## config.mk

```make
export PLATFORM = sky130hd
export DESIGN_NAME = lsu_top
export DESIGN_NICKNAME = d
export VERILOG_FILES = /design/src/verilog/lsu_pkg.sv /design/src/verilog/ls_req_if.sv /design/src/verilog/lsu_top.sv /design/src/verilog/mem_stage.sv /design/src/verilog/req_fifo.sv /design/src/verilog/wb_master.sv
export SDC_FILE = /design/constraint.sdc
export NUM_CORES = 1
export LEC_CHECK = 0
export ABC_AREA = 1
export BUFFER_PORTS_ARGS = -buffer_cell sky130_fd_sc_hd__buf_2
export CORE_UTILIZATION = 56
export CTS_CLUSTER_SIZE = 16
export DETAILED_ROUTE_END_ITERATION = 10
export PLACE_DENSITY = 0.8
export SKIP_LAST_GASP = 1
export SLEW_MARGIN = 20
export SYNTH_ARGS = -nofsm -noshare
export SYNTH_HDL_FRONTEND = slang
export SYNTH_SLANG_ARGS = --single-unit
```

## constraint.sdc

```tcl
create_clock -name clock -period 5.5 [get_ports clock]
set_clock_uncertainty 0.2 [all_clocks]
set_input_delay 0.825 -clock clock [delete_from_list [all_inputs] [get_ports clock]]
set_output_delay 0.825 -clock clock [all_outputs]
set_load 0.05 [all_outputs]
```

## src/verilog/lsu_pkg.sv

```systemverilog
package lsu_pkg;

  // Data and address widths
  typedef logic [31:0] word_t;
  typedef logic [31:0] addr_t;
  typedef logic [29:0] waddr_t;     // Byte address without bits 1..0
  typedef logic [3:0]  be_t;        // Bit 3 selects bits 31..24
  typedef logic [1:0]  byte_idx_t;
  typedef logic [4:0]  reg_idx_t;

  typedef enum logic [1:0] {
    OP_LS_WORD,
    OP_LS_HALFWORD,
    OP_LS_BYTE
  } ls_op_t;

  typedef enum logic {
    FWD_NONE,
    FWD_FROM_MEMWB_LATE
  } fwd_t;

  // One slot of the request queue
  typedef struct packed {
    logic      we;          // Store when set, load otherwise
    waddr_t    waddr;
    word_t     wdata;       // Already placed in its byte lanes
    be_t       sel;
    ls_op_t    op;
    logic      sext;
    byte_idx_t byte_idx;    // Needed on the way back for load extraction
    reg_idx_t  dest;
  } ls_entry_t;

endpackage

```

## src/verilog/ls_req_if.sv

```systemverilog
`timescale 1ns/1ps

interface ls_req_if;

  logic               valid;
  logic               ready;
  lsu_pkg::ls_entry_t entry;

  // Entry must stay stable while valid is high and ready is low
  modport producer (
    output valid,
    output entry,
    input  ready
  );

  modport consumer (
    input  valid,
    input  entry,
    output ready
  );

endinterface

```

## src/verilog/lsu_top.sv

```systemverilog
`timescale 1ns/1ps

module lsu_top #(
  parameter int FIFO_DEPTH = 4
) (
  input  logic              clock,
  input  logic              arst_n,
  input  logic              load_inst,
  input  logic              store_inst,
  input  lsu_pkg::ls_op_t   ls_op,
  input  logic              ls_sext,
  input  lsu_pkg::reg_idx_t dest_reg,
  input  lsu_pkg::addr_t    alu_result,
  input  lsu_pkg::word_t    result_2,
  input  lsu_pkg::word_t    result_from_mem_wb,
  input  lsu_pkg::fwd_t     B_fwd_from,
  output lsu_pkg::word_t    result,
  output logic              stall,
  output logic              load_done,
  output lsu_pkg::word_t    load_data,
  output lsu_pkg::reg_idx_t load_dest,
  output logic              wb_cyc,
  output logic              wb_stb,
  output logic              wb_we,
  output lsu_pkg::waddr_t   wb_adr,
  output lsu_pkg::be_t      wb_sel,
  output lsu_pkg::word_t    wb_dat_o,
  input  lsu_pkg::word_t    wb_dat_i,
  input  logic              wb_ack
);

  ls_req_if req_in ();    // mem_stage to queue
  ls_req_if req_out ();   // Queue to bus master

  mem_stage u_mem_stage (
    .clock              (clock),
    .arst_n             (arst_n),
    .load_inst          (load_inst),
    .store_inst         (store_inst),
    .ls_op              (ls_op),
    .ls_sext            (ls_sext),
    .dest_reg           (dest_reg),
    .alu_result         (alu_result),
    .result_2           (result_2),
    .result_from_mem_wb (result_from_mem_wb),
    .B_fwd_from         (B_fwd_from),
    .load_done          (load_done),
    .result             (result),
    .stall              (stall),
    .req                (req_in.producer)
  );

  req_fifo #(
    .FIFO_DEPTH (FIFO_DEPTH)
  ) u_req_fifo (
    .clock   (clock),
    .arst_n  (arst_n),
    .in_req  (req_in.consumer),
    .out_req (req_out.producer)
  );

  wb_master u_wb_master (
    .clock     (clock),
    .arst_n    (arst_n),
    .req       (req_out.consumer),
    .wb_cyc    (wb_cyc),
    .wb_stb    (wb_stb),
    .wb_we     (wb_we),
    .wb_adr    (wb_adr),
    .wb_sel    (wb_sel),
    .wb_dat_o  (wb_dat_o),
    .wb_dat_i  (wb_dat_i),
    .wb_ack    (wb_ack),
    .load_done (load_done),
    .load_data (load_data),
    .load_dest (load_dest)
  );

endmodule

```

## src/verilog/mem_stage.sv

```systemverilog
`timescale 1ns/1ps

module mem_stage (
  input  logic              clock,
  input  logic              arst_n,
  input  logic              load_inst,
  input  logic              store_inst,
  input  lsu_pkg::ls_op_t   ls_op,
  input  logic              ls_sext,
  input  lsu_pkg::reg_idx_t dest_reg,
  input  lsu_pkg::addr_t    alu_result,
  input  lsu_pkg::word_t    result_2,
  input  lsu_pkg::word_t    result_from_mem_wb,
  input  lsu_pkg::fwd_t     B_fwd_from,
  input  logic              load_done,
  output lsu_pkg::word_t    result,
  output logic              stall,
  ls_req_if.producer        req
);

  lsu_pkg::word_t     word_st;
  lsu_pkg::word_t     word_lanes;
  lsu_pkg::be_t       lane_sel;
  lsu_pkg::byte_idx_t byte_idx;
  lsu_pkg::ls_entry_t entry;
  logic [4:0]         byte_msb;
  logic [4:0]         half_msb;
  logic               load_pending;
  logic               hold_load;
  logic               accept_load;

  assign word_st  = (B_fwd_from == lsu_pkg::FWD_FROM_MEMWB_LATE) ? result_from_mem_wb : result_2;
  assign byte_idx = alu_result[1:0];
  assign byte_msb = 5'd31 - {byte_idx, 3'b000};
  assign half_msb = 5'd31 - {byte_idx[1], 4'b0000};  // Halfwords sit on even bytes

  assign result = alu_result;

  // Big-endian lane placement, byte index 0 is the top byte
  always_comb begin
    word_lanes = word_st;
    lane_sel   = 4'b1111;
    case (ls_op)
      lsu_pkg::OP_LS_BYTE: begin
        word_lanes                = '0;
        word_lanes[byte_msb -: 8] = word_st[7:0];
        lane_sel                  = 4'b1000 >> byte_idx;
      end
      lsu_pkg::OP_LS_HALFWORD: begin
        word_lanes                 = '0;
        word_lanes[half_msb -: 16] = word_st[15:0];
        lane_sel                   = byte_idx[1] ? 4'b0011 : 4'b1100;
      end
      default: ;
    endcase
  end

  always_comb begin
    entry.we       = store_inst;
    entry.waddr    = alu_result[31:2];
    entry.wdata    = word_lanes;
    entry.sel      = lane_sel;
    entry.op       = ls_op;
    entry.sext     = ls_sext;
    entry.byte_idx = byte_idx;
    entry.dest     = dest_reg;
  end

  // Pipeline may move again in the cycle load_done pulses
  assign hold_load   = load_pending & ~load_done;
  assign req.valid   = (load_inst | store_inst) & ~hold_load;
  assign req.entry   = entry;
  assign stall       = hold_load | ~req.ready;
  assign accept_load = req.valid & req.ready & load_inst;

  always_ff @(posedge clock or negedge arst_n) begin
    if (!arst_n) begin
      load_pending <= 1'b0;
    end else if (accept_load) begin
      load_pending <= 1'b1;
    end else if (load_done) begin
      load_pending <= 1'b0;
    end
  end

  // No misaligned access ever reaches the queue
  a_aligned: assert property (@(posedge clock) disable iff (!arst_n)
    req.valid |-> ((ls_op == lsu_pkg::OP_LS_WORD)     ? (alu_result[1:0] == 2'b00) :
                   (ls_op == lsu_pkg::OP_LS_HALFWORD) ? !alu_result[0] : 1'b1));

endmodule

```

## src/verilog/req_fifo.sv

```systemverilog
`timescale 1ns/1ps

module req_fifo #(
  parameter int FIFO_DEPTH = 4
) (
  input  logic       clock,
  input  logic       arst_n,
  ls_req_if.consumer in_req,
  ls_req_if.producer out_req
);

  localparam int PTR_W = $clog2(FIFO_DEPTH);

  lsu_pkg::ls_entry_t slots [FIFO_DEPTH];
  logic [PTR_W:0]     wr_ptr;    // Top bit is the wrap flag
  logic [PTR_W:0]     rd_ptr;
  logic [PTR_W:0]     fill;
  logic               full;
  logic               empty;
  logic               push;
  logic               pop;

  // Same slot, different lap means full
  assign full  = (wr_ptr[PTR_W] != rd_ptr[PTR_W]) &&
                 (wr_ptr[PTR_W-1:0] == rd_ptr[PTR_W-1:0]);
  assign empty = (wr_ptr == rd_ptr);
  assign fill  = wr_ptr - rd_ptr;

  assign in_req.ready  = ~full;
  assign out_req.valid = ~empty;
  assign out_req.entry = slots[rd_ptr[PTR_W-1:0]];

  assign push = in_req.valid & in_req.ready;
  assign pop  = out_req.valid & out_req.ready;

  always_ff @(posedge clock or negedge arst_n) begin
    if (!arst_n) begin
      wr_ptr <= '0;
      rd_ptr <= '0;
    end else begin
      if (push) wr_ptr <= wr_ptr + 1'b1;
      if (pop)  rd_ptr <= rd_ptr + 1'b1;
    end
  end

  always_ff @(posedge clock) begin
    if (push) begin
      slots[wr_ptr[PTR_W-1:0]] <= in_req.entry;
    end
  end

  // Occupancy stays in range, so no push on full and no pop on empty slipped through
  a_fill_range: assert property (@(posedge clock) disable iff (!arst_n)
    fill <= FIFO_DEPTH);

  // A stalled producer keeps its request
  a_in_hold: assert property (@(posedge clock) disable iff (!arst_n)
    in_req.valid && !in_req.ready |=> in_req.valid && $stable(in_req.entry));

endmodule

```

## src/verilog/wb_master.sv

```systemverilog
`timescale 1ns/1ps

module wb_master (
  input  logic              clock,
  input  logic              arst_n,
  ls_req_if.consumer        req,
  output logic              wb_cyc,
  output logic              wb_stb,
  output logic              wb_we,
  output lsu_pkg::waddr_t   wb_adr,
  output lsu_pkg::be_t      wb_sel,
  output lsu_pkg::word_t    wb_dat_o,
  input  lsu_pkg::word_t    wb_dat_i,
  input  logic              wb_ack,
  output logic              load_done,
  output lsu_pkg::word_t    load_data,
  output lsu_pkg::reg_idx_t load_dest
);

  typedef enum logic [1:0] {
    WB_IDLE,
    WB_ACCESS,
    WB_RESP
  } wb_state_t;

  wb_state_t          state;
  wb_state_t          state_nxt;
  lsu_pkg::ls_entry_t cur;         // Request being served
  lsu_pkg::word_t     ext_data;
  logic [4:0]         byte_msb;
  logic [4:0]         half_msb;
  logic               take;

  // Head can be taken in the gap cycle after an ack too
  assign req.ready = (state != WB_ACCESS);
  assign take      = req.valid & req.ready;

  always_comb begin
    state_nxt = state;
    case (state)
      WB_IDLE:   if (req.valid) state_nxt = WB_ACCESS;
      WB_ACCESS: if (wb_ack)    state_nxt = WB_RESP;
      WB_RESP:   state_nxt = req.valid ? WB_ACCESS : WB_IDLE;
      default:   state_nxt = WB_IDLE;
    endcase
  end

  always_ff @(posedge clock or negedge arst_n) begin
    if (!arst_n) begin
      state <= WB_IDLE;
    end else begin
      state <= state_nxt;
    end
  end

  always_ff @(posedge clock) begin
    if (take) cur <= req.entry;
    if (state == WB_ACCESS && wb_ack && !cur.we) begin
      load_data <= ext_data;
    end
  end

  assign byte_msb = 5'd31 - {cur.byte_idx, 3'b000};
  assign half_msb = 5'd31 - {cur.byte_idx[1], 4'b0000};

  // Pick the addressed lanes out of the returned word and extend
  always_comb begin
    ext_data = wb_dat_i;
    case (cur.op)
      lsu_pkg::OP_LS_BYTE: begin
        ext_data[7:0]  = wb_dat_i[byte_msb -: 8];
        ext_data[31:8] = cur.sext ? {24{ext_data[7]}} : 24'h0;
      end
      lsu_pkg::OP_LS_HALFWORD: begin
        ext_data[15:0]  = wb_dat_i[half_msb -: 16];
        ext_data[31:16] = cur.sext ? {16{ext_data[15]}} : 16'h0;
      end
      default: ;
    endcase
  end

  assign wb_cyc   = (state == WB_ACCESS);
  assign wb_stb   = (state == WB_ACCESS);
  assign wb_we    = wb_cyc & cur.we;
  assign wb_adr   = cur.waddr;
  assign wb_sel   = cur.sel;
  assign wb_dat_o = cur.wdata;

  assign load_done = (state == WB_RESP) & ~cur.we;  // One cycle, right after the ack edge
  assign load_dest = cur.dest;

  // Classic cycle holds strobe and payload until the slave acks
  a_stb_hold: assert property (@(posedge clock) disable iff (!arst_n)
    wb_stb && !wb_ack |=> wb_stb && $stable(wb_adr) && $stable(wb_we) &&
                          $stable(wb_sel) && $stable(wb_dat_o));

endmodule
```

# Word-level counts from Yosys, hierarchy flattened

Memory sizes are Yosys's and may differ from the RTL's. A register that Yosys moved wholly into a read port is not among the register bits.
Cells that the tools add are included.

Bits in registers: 41
Bits in writable memories: 308
Input port bits: 142
Logic and storage cells: 71
Memories: 1

$add $sub $neg: 8
Eq/ne operators: 12
Shift-type cells: 7
Multiplexer cells: 15
Bitwise logic cells: 16
Reduce and logical (&&, ||, !) cells: 7

Memories:

| memory           | depth | bits a word | read ports | clocked after memory_dff | wr ports | line           | text |
|---|---|---|---|---|---|---|---|
| u_req_fifo.slots | 4     | 77          | 1          | 1                        | 1        | req_fifo.sv:14 | `lsu_pkg::ls_entry_t slots [FIFO_DEPTH];` |

Operators by type and width:

| cell                                                  | count |
|---|---|
| one-hot mux 32 bit (2 select lines)                   | 2 |
| AND 32 bit                                            | 2 |
| variable shift 16 x 7 -> 47 bit, first input constant | 1 |
| variable part select 16 x 7 -> 47 bit                 | 1 |
| variable part select 47 x 6 -> 16 bit                 | 1 |
| variable shift 8 x 7 -> 39 bit, first input constant  | 1 |
| variable part select 39 x 6 -> 8 bit                  | 1 |
| variable part select 8 x 7 -> 39 bit                  | 1 |
| 2-to-1 mux 32 bit                                     | 1 |
| 2-to-1 mux 24 bit                                     | 1 |
| subtractor 5 bit, first input constant                | 4 |
| 2-to-1 mux 16 bit                                     | 1 |
| negation 5 -> 7 bit                                   | 2 |
| one-hot mux 4 bit (2 select lines)                    | 1 |
| AND 1 bit                                             | 7 |
| adder 3 x 1 -> 3 bit, second input constant           | 2 |
| == test 2 x 1 -> 1 bit, second input constant         | 3 |
| == test 2 bit, second input constant                  | 3 |
| one-hot mux 2 bit (3 select lines)                    | 1 |
| 2-to-1 mux 1 bit                                      | 5 |
| NOT 1 bit                                             | 5 |
| 2-to-1 mux 2 bit                                      | 2 |
| 2-to-1 mux 4 bit                                      | 1 |
| != test 2 bit, second input constant                  | 2 |
| other kinds (11)                                      | 14 |

# Logic depth before layout (Yosys ltp)

Gate-level depths: netlist (run 1).

Depth after elaboration: 9
Gate-level depth with buffers: 9

# By module

From an unflattened synthesis (run 1), not the netlist that was laid out.

Cells, all modules: 1450
Area total of the unflattened synthesis: 18113.6 µm²

Modules (own cells, without submodules):

| module    | instances | cells each | area each (µm²) |
|---|---|---|---|
| req_fifo  | 1         | 805        | 11890.2 |
| wb_master | 1         | 351        | 4650.7 |
| mem_stage | 1         | 294        | 1572.8 |

# Worst setup path after synthesis (run 1)

Ideal clock, no wire load.

Path type: input to register
From: input store_inst
To: memory u_req_fifo.slots[0][0] (netlist bit) (enable)
Data arrival time: 4484 ps
Data required time: 4787 ps
Path slack: 303 ps
Stages: 4
Cell sequence: nor2_1 a21oi_1 nand2_1 nor2_1

Word-level cells in the longest chain between the ends: 5

Ends and longest elaborated chain:

| what                                   | line            | text |
|---|---|---|
| from (decl)                            | lsu_top.sv:9    | `input logic store_inst,` |
| bitwise OR 1 bit                       | mem_stage.sv:71 | `assign req.valid = (load_inst \| store_inst) & ~hold_load;` |
| AND 1 bit                              | mem_stage.sv:71 |  |
| AND 1 bit                              | req_fifo.sv:33  | `assign push = in_req.valid & in_req.ready;` |
| 2-to-1 mux 1 bit                       | req_fifo.sv:47  | `if (push) begin` |
| 2-to-1 mux 1 bit (not written as such) | req_fifo.sv:48  | `slots[wr_ptr[PTR_W-1:0]] <= in_req.entry;` |
| to (decl)                              | req_fifo.sv:14  |  |

No other way between the ends.

# Worst setup path after layout (run 1)

From: register u_req_fifo.rd_ptr[0]
To: memory u_req_fifo.slots[3][71] (netlist bit) (enable)

Word-level cells in the longest chain between the ends: 6

Ends and longest elaborated chain:

| what                                   | line           | text |
|---|---|---|
| from (decl)                            | req_fifo.sv:16 | `logic [PTR_W:0] rd_ptr;` |
| from (signal assigned)                 | req_fifo.sv:42 | `if (pop) rd_ptr <= rd_ptr + 1'b1;` |
| == test 2 bit                          | req_fifo.sv:25 | `(wr_ptr[PTR_W-1:0] == rd_ptr[PTR_W-1:0]);` |
| logical AND 1 bit                      | req_fifo.sv:24 | `assign full = (wr_ptr[PTR_W] != rd_ptr[PTR_W]) &&` |
| NOT 1 bit                              | req_fifo.sv:29 | `assign in_req.ready = ~full;` |
| AND 1 bit                              | req_fifo.sv:33 |  |
| 2-to-1 mux 1 bit                       | req_fifo.sv:47 |  |
| 2-to-1 mux 1 bit (not written as such) | req_fifo.sv:48 |  |

No other way between the ends.

==> results of run 1 <==
## critical path: stages, from the launching register on
cell and delay [ns]:
dfrtp_4 0.99, inv_4 0.47, nand2_1 0.18, nand2_1 0.10, nand3_2 0.14, nand2_1 0.28, nor2_4 0.85, buf_4 0.41
## where the power goes
group / switching [mW] / internal [mW] / leakage [nW]
sequential: 0.287 / 4.50 / 3.95
clock: 1.16 / 1.52 / 0.632
combinational: 3.24 / 0.918 / 2.79
## layer usage
metal | share of wire, % | vias to the layer above | GRT usage [%]
met5 | 0 | - | 0
met4 | 1.9 | 0 | 6.144
met3 | 8.5 | 64 | 3.623
li1 | - | 5147 | -
met1 | 39 | 5523 | 32.41
met2 | 50 | 618 | 40.20
## cell type report
| class | instances | area [µm²] |
|---|---|---|
| antenna | 2 | 5.005 |
| clock buffer | 50 | 1101 |
| clock inverter | 24 | 180.2 |
| fill | 2218 | 10860 |
| inverter | 33 | 130.1 |
| multi-input combinational | 739 | 3506 |
| sequential | 426 | 12750 |
| tap | 396 | 495.5 |
| timing repair buffer | 298 | 1562 |
## per-stage QoR
stage,hold slack [ns],util [%]
floorplan,0.2676,-
global placement,0.2860,60.27
detailed placement,0.2970,60.27
CTS,0.2800,64.49
global route,0.2836,64.49
finish,0.2990,64.50
## sequential cells by signal, summed over array words and instances (netlist names), 4 cells and up
name	cells
u_wb_master.load_data	32
u_wb_master.wb_dat_o	32
u_wb_master.load_dest	5
u_wb_master.wb_sel	4
u_req_fifo.slots	308
u_wb_master.cur	6
u_wb_master.wb_adr	30
## cell usage after synthesis
library cell and n:
clkinv_1 2, o21ai_0 184, nand3_2 1, ha_1 9, a31oi_2 1, inv_4 1
inv_1 28, buf_6 2, o22ai_1 85, buf_4 107, nor2_1 198, dfrtp_1 9
xor2_1 2, a21oi_1 25, nor3_1 1, o211ai_1 8, o21ai_1 4, nand3_1 13
o21bai_4 1, xnor2_1 1, clkbuf_2 7, clkbuf_1 27, nand3b_1 1, buf_1 1
nand2_1 190, nor2_2 1, inv_2 2, nand2_2 13, buf_2 28, edfxtp_1 417
a21boi_2 1
## cells by family after synthesis
logic type | Yosys count | synth area share, %
AND/OR/NAND/NOR | 418 | 9.350
flip-flops | 426 | 73.05
buffers and inverters | 205 | 7.062
adder cells (fa/ha/maj) | 9 | 0.6453
XOR/XNOR | 3 | 0.1506
AO/OA/AOI/OAI | 309 | 9.744
## worst min-delay path by stage
stage / cells past startpoint / slack, ns / start / end
4_1_cts: 1 / 0.28 / dest_reg[3] / u_req_fifo.slots[3][3]
3_3_place_gp: 2 / 0.29 / u_mem_stage.load_pending / u_mem_stage.load_pending
2_1_floorplan: 2 / 0.27 / u_mem_stage.load_pending / u_mem_stage.load_pending
5_1_grt: 1 / 0.28 / dest_reg[3] / u_req_fifo.slots[3][3]
3_5_place_dp: 2 / 0.30 / u_mem_stage.load_pending / u_mem_stage.load_pending
6_report: 1 / 0.30 / dest_reg[3] / u_req_fifo.slots[2][3]
==> results.md, run 1 <==
* Pwr dens at 589.4 nW/µm²
* Critical Path Start: u_req_fifo.rd_ptr[0]
* First-pass GRT wire length at 57730 µm
* Dpl ws at 1.543 ns
* Pin count of the biggest net entering global routing at 83
* Placer Congestion at 1.002
* Core box area at 30590 µm²
* ANT nets after route at 0
* DR vias at 11352
* GRT overflow at 0
* Most common cell after layout, fill and taps aside: edfxtp_1
* Hold Buf Count CTS at 1
* Synthesized instance count at 1370
* Postcts setup bufs at 0
* Ys Warns at 0
* Initial antenna violation count at 0
* Total Power at 11.63 mW
* Lkg Pwr at 7.368 nW
* Syn Area/Cell at 12.74 µm²
* Synth top area share at 71.76%
* Nets at 1690
* Number of global-route vias before repair at 10558
* Maximum VDD drop at 279.9 µV
* Resized cells post-CTS at 0
* Clock Root Buffer: clkbuf_16
* End point of the critical path: u_req_fifo.slots[3][71]
* Syn nets at 1521
* Iteration-0 DRC Markers at 1223
* Achievable Freq at 252.4 MHz
* Die area at 31870 µm²
* Routed len/inst at 19.61 µm
* Cell variety after synth at 31
* FF-to-FF Start: u_req_fifo.rd_ptr[0]
* FF-to-FF End: u_req_fifo.slots[3][71]
* Site Rows at 64
* Worst reg-to-reg setup slack at 1.54 ns
* Arr. time, crit path at 3.98 ns
* Worst-margin pin slew at 0.9830 ns
* Clock Latency Late Sink at 0.54 ns
* Vias per cell at 5.768
* Max-Cap Viols at 0
* PortBufs at 281
* Finished Layout Cells at 1968
* CTS buffer count at 41
* Setup slack after layout at 1.538 ns
* Die H at 178.5 µm
* Max Slew Vio Count at 0
* # DRC at 0
* Slew HR at 34.31%
* Fin crit period at 3.962 ns
* Top cells by area, synth: edfxtp_1 (72%), o21ai_0 (5.3%), buf_4 (4.6%)
* Sequential area share after synthesis at 73.05%
* HPWL after detailed placement at 23600 µm
* Commonest cells after routing, fill and taps aside: edfxtp_1 (417), buf_2 (281), nor2_1 (194)
* RSZ-0062 raised after global routing: no
* CP Class: flop to flop
* H-tree depth at 2
* Reg2Reg Depth at 7
* CP endpoint kind: flop
* Final Cell Area at 19730 µm²
* Critical path launch point type: flop
* Leading area contributor after synthesis: edfxtp_1
* CP max FO at 81
* Gr usage total at 23.81%
* Clock sink total at 426
* CP Data Required Time at 5.51 ns
* Deepest clock path buffer count at 3
* Die X at 178.5 µm
* Reg clk slew, reported paths at 0.06 ns
* Final WL at 38600 µm
* Placed Cells at 1891
* Initial core utilization at 57.05%
* Hold crit path type: input port to flop
* Outcome: complete, no violations
* Final setup fails at 0
* Final setup TNS at 0 ns
* Area of placed instances at 18440 µm²
* Num ports at 282
* Final period utilization at 72.04%
* Area grow syn2layout at 13.07%
* First-pass iteration count of the detailed router at 5
* Share of post-route cells with drive strength above 1 at 24.27%
* Final Hold Vio Count at 0
* TritonCTS clock tree: done
* Post-Syn Area at 17450 µm²
* FF+latch count, synth at 426
Note: power is estimated with default switching activity, not from simulation.
==> inputs of run 2 (changes only) <==
- CORE_UTILIZATION: 56 -> 51
- PLACE_DENSITY: 0.8 -> 0.77
- clock period: 5.5 -> 3.32 ns (I/O delays scaled with it)
==> run 2 against run 1 <==
  * Flip-flop and latch count stayed put
  * Setup slack worse by 1.1 ns
  * Clock-buffer cell count is 1 lower
  * Hold slack worse by 0.27 ns
  * Combinational power is 71% higher
  * Sequential power is 63% higher
  * Die area is 9.7% higher
  * Via count is 0.48% lower
  * Routed wire length is 1.1% lower
  * Final area is 3.7% higher
  * Critical endpoint is now u_req_fifo.slots[0][15]
  * Largest cell class unchanged
==> results.md, run 2 (same netlist as run 1, synthesis figures left out) <==
* Outcome: complete, no violations (unchanged)
* Critical path launch point type: input port (was flop)
* Pwr dens at 960.4 nW/µm² (was 589.4 nW/µm²)
* Most common cell after layout, fill and taps aside: edfxtp_1 (unchanged)
* Vias per cell at 5.457 (was 5.768)
* RSZ-0062 raised after global routing: no (unchanged)
* Arr. time, crit path at 2.91 ns (was 3.98 ns)
* Met2 wire len at 19120 µm (was 19430 µm)
* CP Class: input port to flop (was flop to flop)
* Gr usage total at 21.42% (was 23.81%)
* Die X at 187.0 µm (was 178.5 µm)
* Largest stage delay, worst path at 0.62 ns (was 0.99 ns)
* Top Metal Used: met4 (unchanged)
* # DRC at 0 (unchanged)
* Lkg Pwr at 7.646 nW (was 7.368 nW)
* DR vias at 11297 (was 11352)
* Worst-margin pin slew at 1.002 ns (was 0.9830 ns)
* Placer Congestion at 1.014 (was 1.002)
* Die area at 34960 µm² (was 31870 µm²)
* Initial core utilization at 51.91% (was 57.05%)
* PortBufs at 281 (unchanged)
* TritonCTS clock tree: done (unchanged)
* Area occupied by multi-input gates at 3512 µm² (was 3506 µm²)
* Final period utilization at 86.46%
* Register Area at 12750 µm² (unchanged)
* Maximum VDD drop at 697.9 µV (was 279.9 µV)
* Num ports at 282 (unchanged)
* Number of buffer and inverter stages on the critical path at 4 (was 2)
* Crit-path cells: dlygate4sd3_1 > buf_2 > inv_1 > ha_1 > inv_1 > nand2_1 > a31oi_2 > a21oi_1 (was inv_4 > nand2_1 > nand2_1 > nand3_2 > nand2_1 > nor2_4 > buf_4)
* CP endpoint kind: flop (unchanged)
* Metal3 WL at 2601 µm (was 3268 µm)
* Slew HR at 33.18% (was 34.31%)
* Hold crit path type: input port to flop (unchanged)
* Commonest cells after routing, fill and taps aside: edfxtp_1 (417), buf_2 (281), nor2_1 (194) (unchanged)
* Final Hold Vio Count at 0 (unchanged)
* Area of placed instances at 18680 µm² (was 18440 µm²)
* Max-Cap Viols at 0 (unchanged)
* Filler cells at 2548 (was 2218)
* Nets at 1740 (was 1690)
* Achievable Freq at 348.4 MHz
* Max Slew Vio Count at 0 (unchanged)
* Worst path top cell family by delay: buffers and inverters (was simple AND/OR/NAND/NOR gates)
* H-tree depth at 2 (unchanged)
* Final Cell Area at 20450 µm² (was 19730 µm²)
* CP Data Required Time at 3.36 ns (was 5.51 ns)
* Routed len/inst at 18.45 µm (was 19.61 µm)
* Clock sink total at 426 (unchanged)
* Area grow syn2layout at 17.21% (was 13.07%)
* Inserted Diodes at 0 (was 2)
* Reg clk slew, reported paths at 0.06 ns (about the same)
* HPWL after detailed placement at 23270 µm (was 23600 µm)
* CTS buffer count at 42 (was 41)
* Fin crit period at 2.871 ns
* Final setup fails at 0 (unchanged)
* ANT nets after route at 0 (unchanged)
* Share of post-route cells with drive strength above 1 at 24.97% (was 24.27%)
* Number of global-route vias before repair at 10778 (was 10558)
* First-pass iteration count of the detailed router at 5 (unchanged)
* Die H at 187.0 µm (was 178.5 µm)
* Crit-path most repeated cell: inv_1 (was nand2_1)
* Clock Root Buffer: clkbuf_16 (unchanged)
* Clock Latency Late Sink at 0.54 ns (about the same)
* CP max FO at 11 (was 81)
* GRT overflow at 0 (unchanged)
* DRT met1 WL at 15620 µm (was 15170 µm)
* Postcts setup bufs at 0 (unchanged)
* First-pass GRT wire length at 58070 µm (was 57730 µm)
* Pin count of the biggest net entering global routing at 100 (was 83)
* Iteration-0 DRC Markers at 1042 (was 1223)
* Max FFs per register at 308 (unchanged)
* Initial antenna violation count at 0 (unchanged)
* Crit-path slowest cell: a31oi_2 (was dfrtp_4)
* Deepest clock path buffer count at 3 (unchanged)
* Site Rows at 67 (was 64)
* Core box area at 33620 µm² (was 30590 µm²)
* Total Power at 19.64 mW (was 11.63 mW)
* Final WL at 38190 µm (was 38600 µm)
==> run 2: area by class of cell <==
cell class,instances,share of cell area [%]
sequential,426,62.35
multi-input combinational,739,17.17
timing repair buffer,347,10.31
clock buffer,49,5.420
tap,448,2.741
clock inverter,28,1.370
inverter,33,0.6362
==> run 2: path summary, 6_finish.rpt <==
kind / slack [ns] / from / cells past startpoint / endpoint
min in group asynchronous: 0.15 / arst_n / 2 / u_req_fifo.wr_ptr[0]
worst max-delay path: 0.45 / ls_op[0] / 8 / u_req_fifo.slots[0][15]
max in group asynchronous: 2.55 / arst_n / 2 / u_req_fifo.rd_ptr[0]
worst min register to register: 0.31 / u_mem_stage.load_pending / 2 / u_mem_stage.load_pending
worst max register to register: 0.56 / u_req_fifo.rd_ptr[0] / 5 / u_wb_master.wb_dat_o[24]
worst min-delay path: 0.03 / alu_result[5] / 1 / u_req_fifo.slots[3][49]
==> run 2: stage by stage <==
stage	utilization [%]	instances	setup TNS [ns]	hold slack (ns)	worst slack (ns)
global placement	55.58	1955	0	0.1699	0.6323
detailed placement	55.58	1955	0	0.1733	0.5466
floorplan	-	1370	-111.42	0.002409	-0.3617
global route	60.84	2070	0	0.02368	0.3682
CTS	60.84	2070	0	0.01413	0.5315
finish	60.84	2070	0	0.03304	0.4494
==> run 2: timing repair <==
action / in CTS / in global routing
resized for setup: 0 / 0
hold buffers: 38 / 0
hold endpoints to repair: 144 / 0
==> run 2: worst reg2reg max path: stages (launching register included) <==
cell     delay [ns]
dfrtp_4        0.49
inv_4          0.06
buf_4          0.53
buf_4          0.79
o21ai_0        0.27
o22ai_1        0.22
==> run 2: where the power goes <==
part / internal (mW) / total [mW] / switching (mW)
Combinational: 1.64 / 7.10 / 5.46
Clock: 2.73 / 4.71 / 1.98
Sequential: 7.46 / 7.83 / 0.371
==> run 2: per-layer routing <==
metal | up-vias | global-route usage, %
met5 | - | 0
met4 | 0 | 6.526
met3 | 65 | 3.171
met2 | 513 | 36.93
met1 | 5475 | 28.15
li1 | 5244 | -
==> inputs of run 3 (changes only) <==
- SYNTH_HIERARCHICAL: not set -> 1
==> run 3 against run 2 <==
  * Combinational power up 2%
  * Core utilization down 2.3 points
  * Area after synthesis up 3.8%
  * Fmax up 15%
  * Clock-buffer cell count up 7
  * Clock power down 8.3%
  * Die area up 3.8%
  * First-iteration DRC count down 18%
  * Global-route usage down 0.80 points
  * Flip-flop and latch count unchanged
  * Sequential power down 1%
  * Critical path type is now flop to flop
==> results.md, run 3 <==
* CP endpoint kind: flop (unchanged)
* Routed len/inst at 18.11 µm (was 18.45 µm)
* Switching part of the total at 40.07% (was 39.75%)
* Nets at 1756 (was 1740)
* Gr usage total at 20.62% (was 21.42%)
* Top cells by area, synth: edfxtp_1 (69%), buf_4 (6.6%), nand2_1 (4.5%) (was edfxtp_1 (72%), o21ai_0 (5.3%), buf_4 (4.6%))
* Placer Congestion at 0.8417 (was 1.014)
* Largest stage delay, worst path at 0.82 ns (was 0.62 ns)
* Vias per cell at 5.349 (was 5.457)
* Inserted Diodes at 0 (unchanged)
* Crit-path most repeated cell: nand2_1 (was inv_1)
* Outcome: complete, no violations (unchanged)
* Achievable Freq at 401.6 MHz (was 348.4 MHz)
* Pint at 11.56 mW (was 11.83 mW)
* Post-synth top cells: edfxtp_1 (417), nand2_1 (215), nor2_1 (199) (was edfxtp_1 (417), nor2_1 (198), nand2_1 (190))
* Slew HR at 34.59% (was 33.18%)
* Lkg Pwr at 7.673 nW (was 7.646 nW)
* Finished Layout Cells at 2092 (was 2070)
* Number of buffer and inverter stages on the critical path at 1 (was 4)
* Iteration-0 DRC Markers at 859 (was 1042)
* Most common cell after layout, fill and taps aside: edfxtp_1 (unchanged)
* Post-Syn Area at 18110 µm² (was 17450 µm²)
* Num ports at 282 (unchanged)
* TritonCTS clock tree: done (unchanged)
* Syn nets at 1601 (was 1521)
* Maximum VDD drop at 804.0 µV (was 697.9 µV)
* PortBufs at 281 (unchanged)
* Share of post-route cells with drive strength above 1 at 25.23% (was 24.97%)
* Worst-margin pin slew at 0.9812 ns (was 1.002 ns)
* Deepest clock path buffer count at 3 (unchanged)
* Final setup TNS at 0 ns (unchanged)
* Number of global-route vias before repair at 10864 (was 10778)
* Clock power share at 22.4% (was 24.0%)
* GRT overflow at 0 (unchanged)
* First-pass iteration count of the detailed router at 5 (unchanged)
* Clock sink total at 426 (unchanged)
* Final setup fails at 0 (unchanged)
* Arr. time, crit path at 2.54 ns (was 2.91 ns)
* Final Hold Vio Count at 0 (unchanged)
* Max FFs per register at 308 (unchanged)
* Max Slew Vio Count at 0 (unchanged)
* Reg clk slew, reported paths at 0.06 ns (about the same)
* Synth Flop Type: edfxtp_1 (unchanged)
* Placed Cells at 1990 (was 1955)
* Sequential area share after synthesis at 70.37% (was 73.05%)
* # DRC at 0 (unchanged)
* Ys Warns at 6 (was 0)
* Final period utilization at 75.00% (was 86.46%)
* Hold crit path type: input port to flop (unchanged)
* EDFF count, synth at 417 (unchanged)
* Sequential fraction of design power at 40.1% (was 39.9%)
* Die area at 36280 µm² (was 34960 µm²)
* Clock Latency Late Sink at 0.54 ns (about the same)
* Synthesized instance count at 1450 (was 1370)
* Postcts setup bufs at 0 (unchanged)
* Initial antenna violation count at 0 (unchanged)
* H-tree depth at 2 (unchanged)
* Combinational share of power at 37.6% (was 36.1%)
* Worst path top cell family by delay: adder cells (was buffers and inverters)
* Core box area at 34710 µm² (was 33620 µm²)
* Critical path launch point type: flop (was input port)
* Cell variety after synth at 32 (was 31)
* Initial core utilization at 52.18% (was 51.91%)
* Clock Root Buffer: clkbuf_16 (unchanged)
* First-pass GRT wire length at 57640 µm (was 58070 µm)
* Max-Cap Viols at 0 (unchanged)
* CP max FO at 25 (was 11)
* Pwr dens at 949.6 nW/µm² (was 960.4 nW/µm²)
* Syn Area/Cell at 12.49 µm² (was 12.74 µm²)
* ANT nets after route at 0 (unchanged)
* CTS buffer count at 41 (was 42)
* Crit-path slowest cell: ha_1 (was a31oi_2)
* Pin count of the biggest net entering global routing at 156 (was 100)
* Filler cells at 2686 (was 2548)
* Net Switching at 7.729 mW (was 7.809 mW)
* HPWL after detailed placement at 22920 µm (was 23270 µm)
* Commonest cells after routing, fill and taps aside: edfxtp_1 (417), buf_2 (281), nand2_1 (215) (was edfxtp_1 (417), buf_2 (281), nor2_1 (194))
* Most common cell in the netlist: edfxtp_1 (unchanged)
* DR vias at 11190 (was 11297)
* Area grow syn2layout at 12.14% (was 17.21%)
* CP Data Required Time at 3.37 ns (was 3.36 ns)
* Final WL at 37890 µm (was 38190 µm)
* Leading area contributor after synthesis: edfxtp_1 (unchanged)
* Crit-path cells: ha_1 > inv_2 > nand2_1 > o21bai_4 > nand2_1 (was dlygate4sd3_1 > buf_2 > inv_1 > ha_1 > inv_1 > nand2_1 > a31oi_2 > a21oi_1)
* Die H at 190.5 µm (was 187.0 µm)
* CP Class: flop to flop (was input port to flop)
* Site Rows at 68 (was 67)
* Post-synth ARST share at 2.113% (unchanged)
* RSZ-0062 raised after global routing: no (unchanged)
* Die X at 190.5 µm (was 187.0 µm)
* FF+latch count, synth at 426 (unchanged)
* Fin crit period at 2.490 ns (was 2.871 ns)
* Synth top area share at 69.13% (was 71.76%)
-- run 3: cell count changes after synthesis, sizes merged, moves of 2 or more --
cell | before | now
o21ai | 188 | 179
o22ai | 85 | 78
buf | 138 | 196
clkinv | 2 | 0
a21oi | 25 | 16
o211ai | 8 | 0
clkbuf | 34 | 17
nand3 | 14 | 36
nor2 | 199 | 203
inv | 31 | 39
nand2 | 203 | 245
-- run 3: kinds of logic after synthesis --
family,Yosys count,share of synthesized area [%]
buffers and inverters,252,9.629
AO/OA/AOI/OAI,275,8.268
flip-flops,426,70.37
XOR/XNOR,1,0.04836
adder cells (fa/ha/maj),9,0.6217
AND/OR/NAND/NOR,487,11.06
-- run 3: stage by stage --
stage	utilization [%]	total power, mW	cell area [µm²]	hold slack, ns	worst slack [ns]
floorplan	-	14.02	18150	0.002409	-0.1391
global placement	54.10	14.91	18780	0.1603	0.8582
detailed placement	54.10	15.07	18780	0.1684	0.8266
CTS	58.49	19.41	20300	0.0005481	0.8263
global route	58.52	20.24	20310	0.002324	0.6593
finish	58.52	19.29	20310	0.01375	0.8299
-- run 3: cell type report --
class / count / area [µm²] / share of cell area [%]
sequential: 426 / 12750 / 62.78
clock inverter: 19 / 148.9 / 0.7330
timing repair buffer: 325 / 1904 / 9.375
inverter: 39 / 162.7 / 0.8007
tap: 455 / 569.3 / 2.803
clock buffer: 56 / 1114 / 5.482
multi-input combinational: 772 / 3662 / 18.03
-- run 3: power groups by stage --
| stage | Combinational [mW] | Sequential (mW) | Clock (mW) |
|---|---|---|---|
| finish | 7.25 | 7.73 | 4.32 |
| detailed placement | 7.24 | 7.83 | 0 |
| floorplan | 5.93 | 8.09 | 0 |
| CTS | 7.28 | 7.74 | 4.39 |
| global route | 7.82 | 7.80 | 4.61 |
| global placement | 7.10 | 7.81 | 0 |
-- run 3: what timing repair did --
action,4_1_cts,5_1_grt
hold buffers,26,1
endpoints found under the hold margin,100,1
resized for setup,0,0
-- run 3: per-layer routing --
| layer | wire, µm | track usage (%) |
|---|---|---|
| met1 | 15120 | 26.26 |
| met2 | 19110 | 35.73 |
| met3 | 2562 | 3.110 |
| met4 | 1099 | 7.446 |
| met5 | 0 | 0 |
-- run 3: final timing paths --
| kind | startpoint | to | slack (ns) | cells after the start |
|---|---|---|---|---|
| max | u_wb_master/cur[9] | u_wb_master/load_data[24] | 0.83 | 5 |
| max reg2reg | u_wb_master/cur[9] | u_wb_master/load_data[24] | 0.83 | 5 |
| max in group asynchronous | arst_n | u_req_fifo/rd_ptr[0] | 2.51 | 2 |
| min in group asynchronous | arst_n | u_wb_master/state[1] | 0.19 | 2 |
| min reg2reg | u_wb_master/state[0] | u_wb_master/state[0] | 0.31 | 1 |
| min | alu_result[5] | u_req_fifo/slots[0][49] | 0.01 | 1 |
-- run 3: worst register-to-register path: cells and delay by family, from the launching register on --
family / cells / cell delay, ns
buffers and inverters: 1 / 0.31
AO/OA/AOI/OAI: 1 / 0.26
AND/OR/NAND/NOR: 2 / 0.24
adder cells (fa/ha/maj): 1 / 0.82
flip-flops: 1 / 0.40
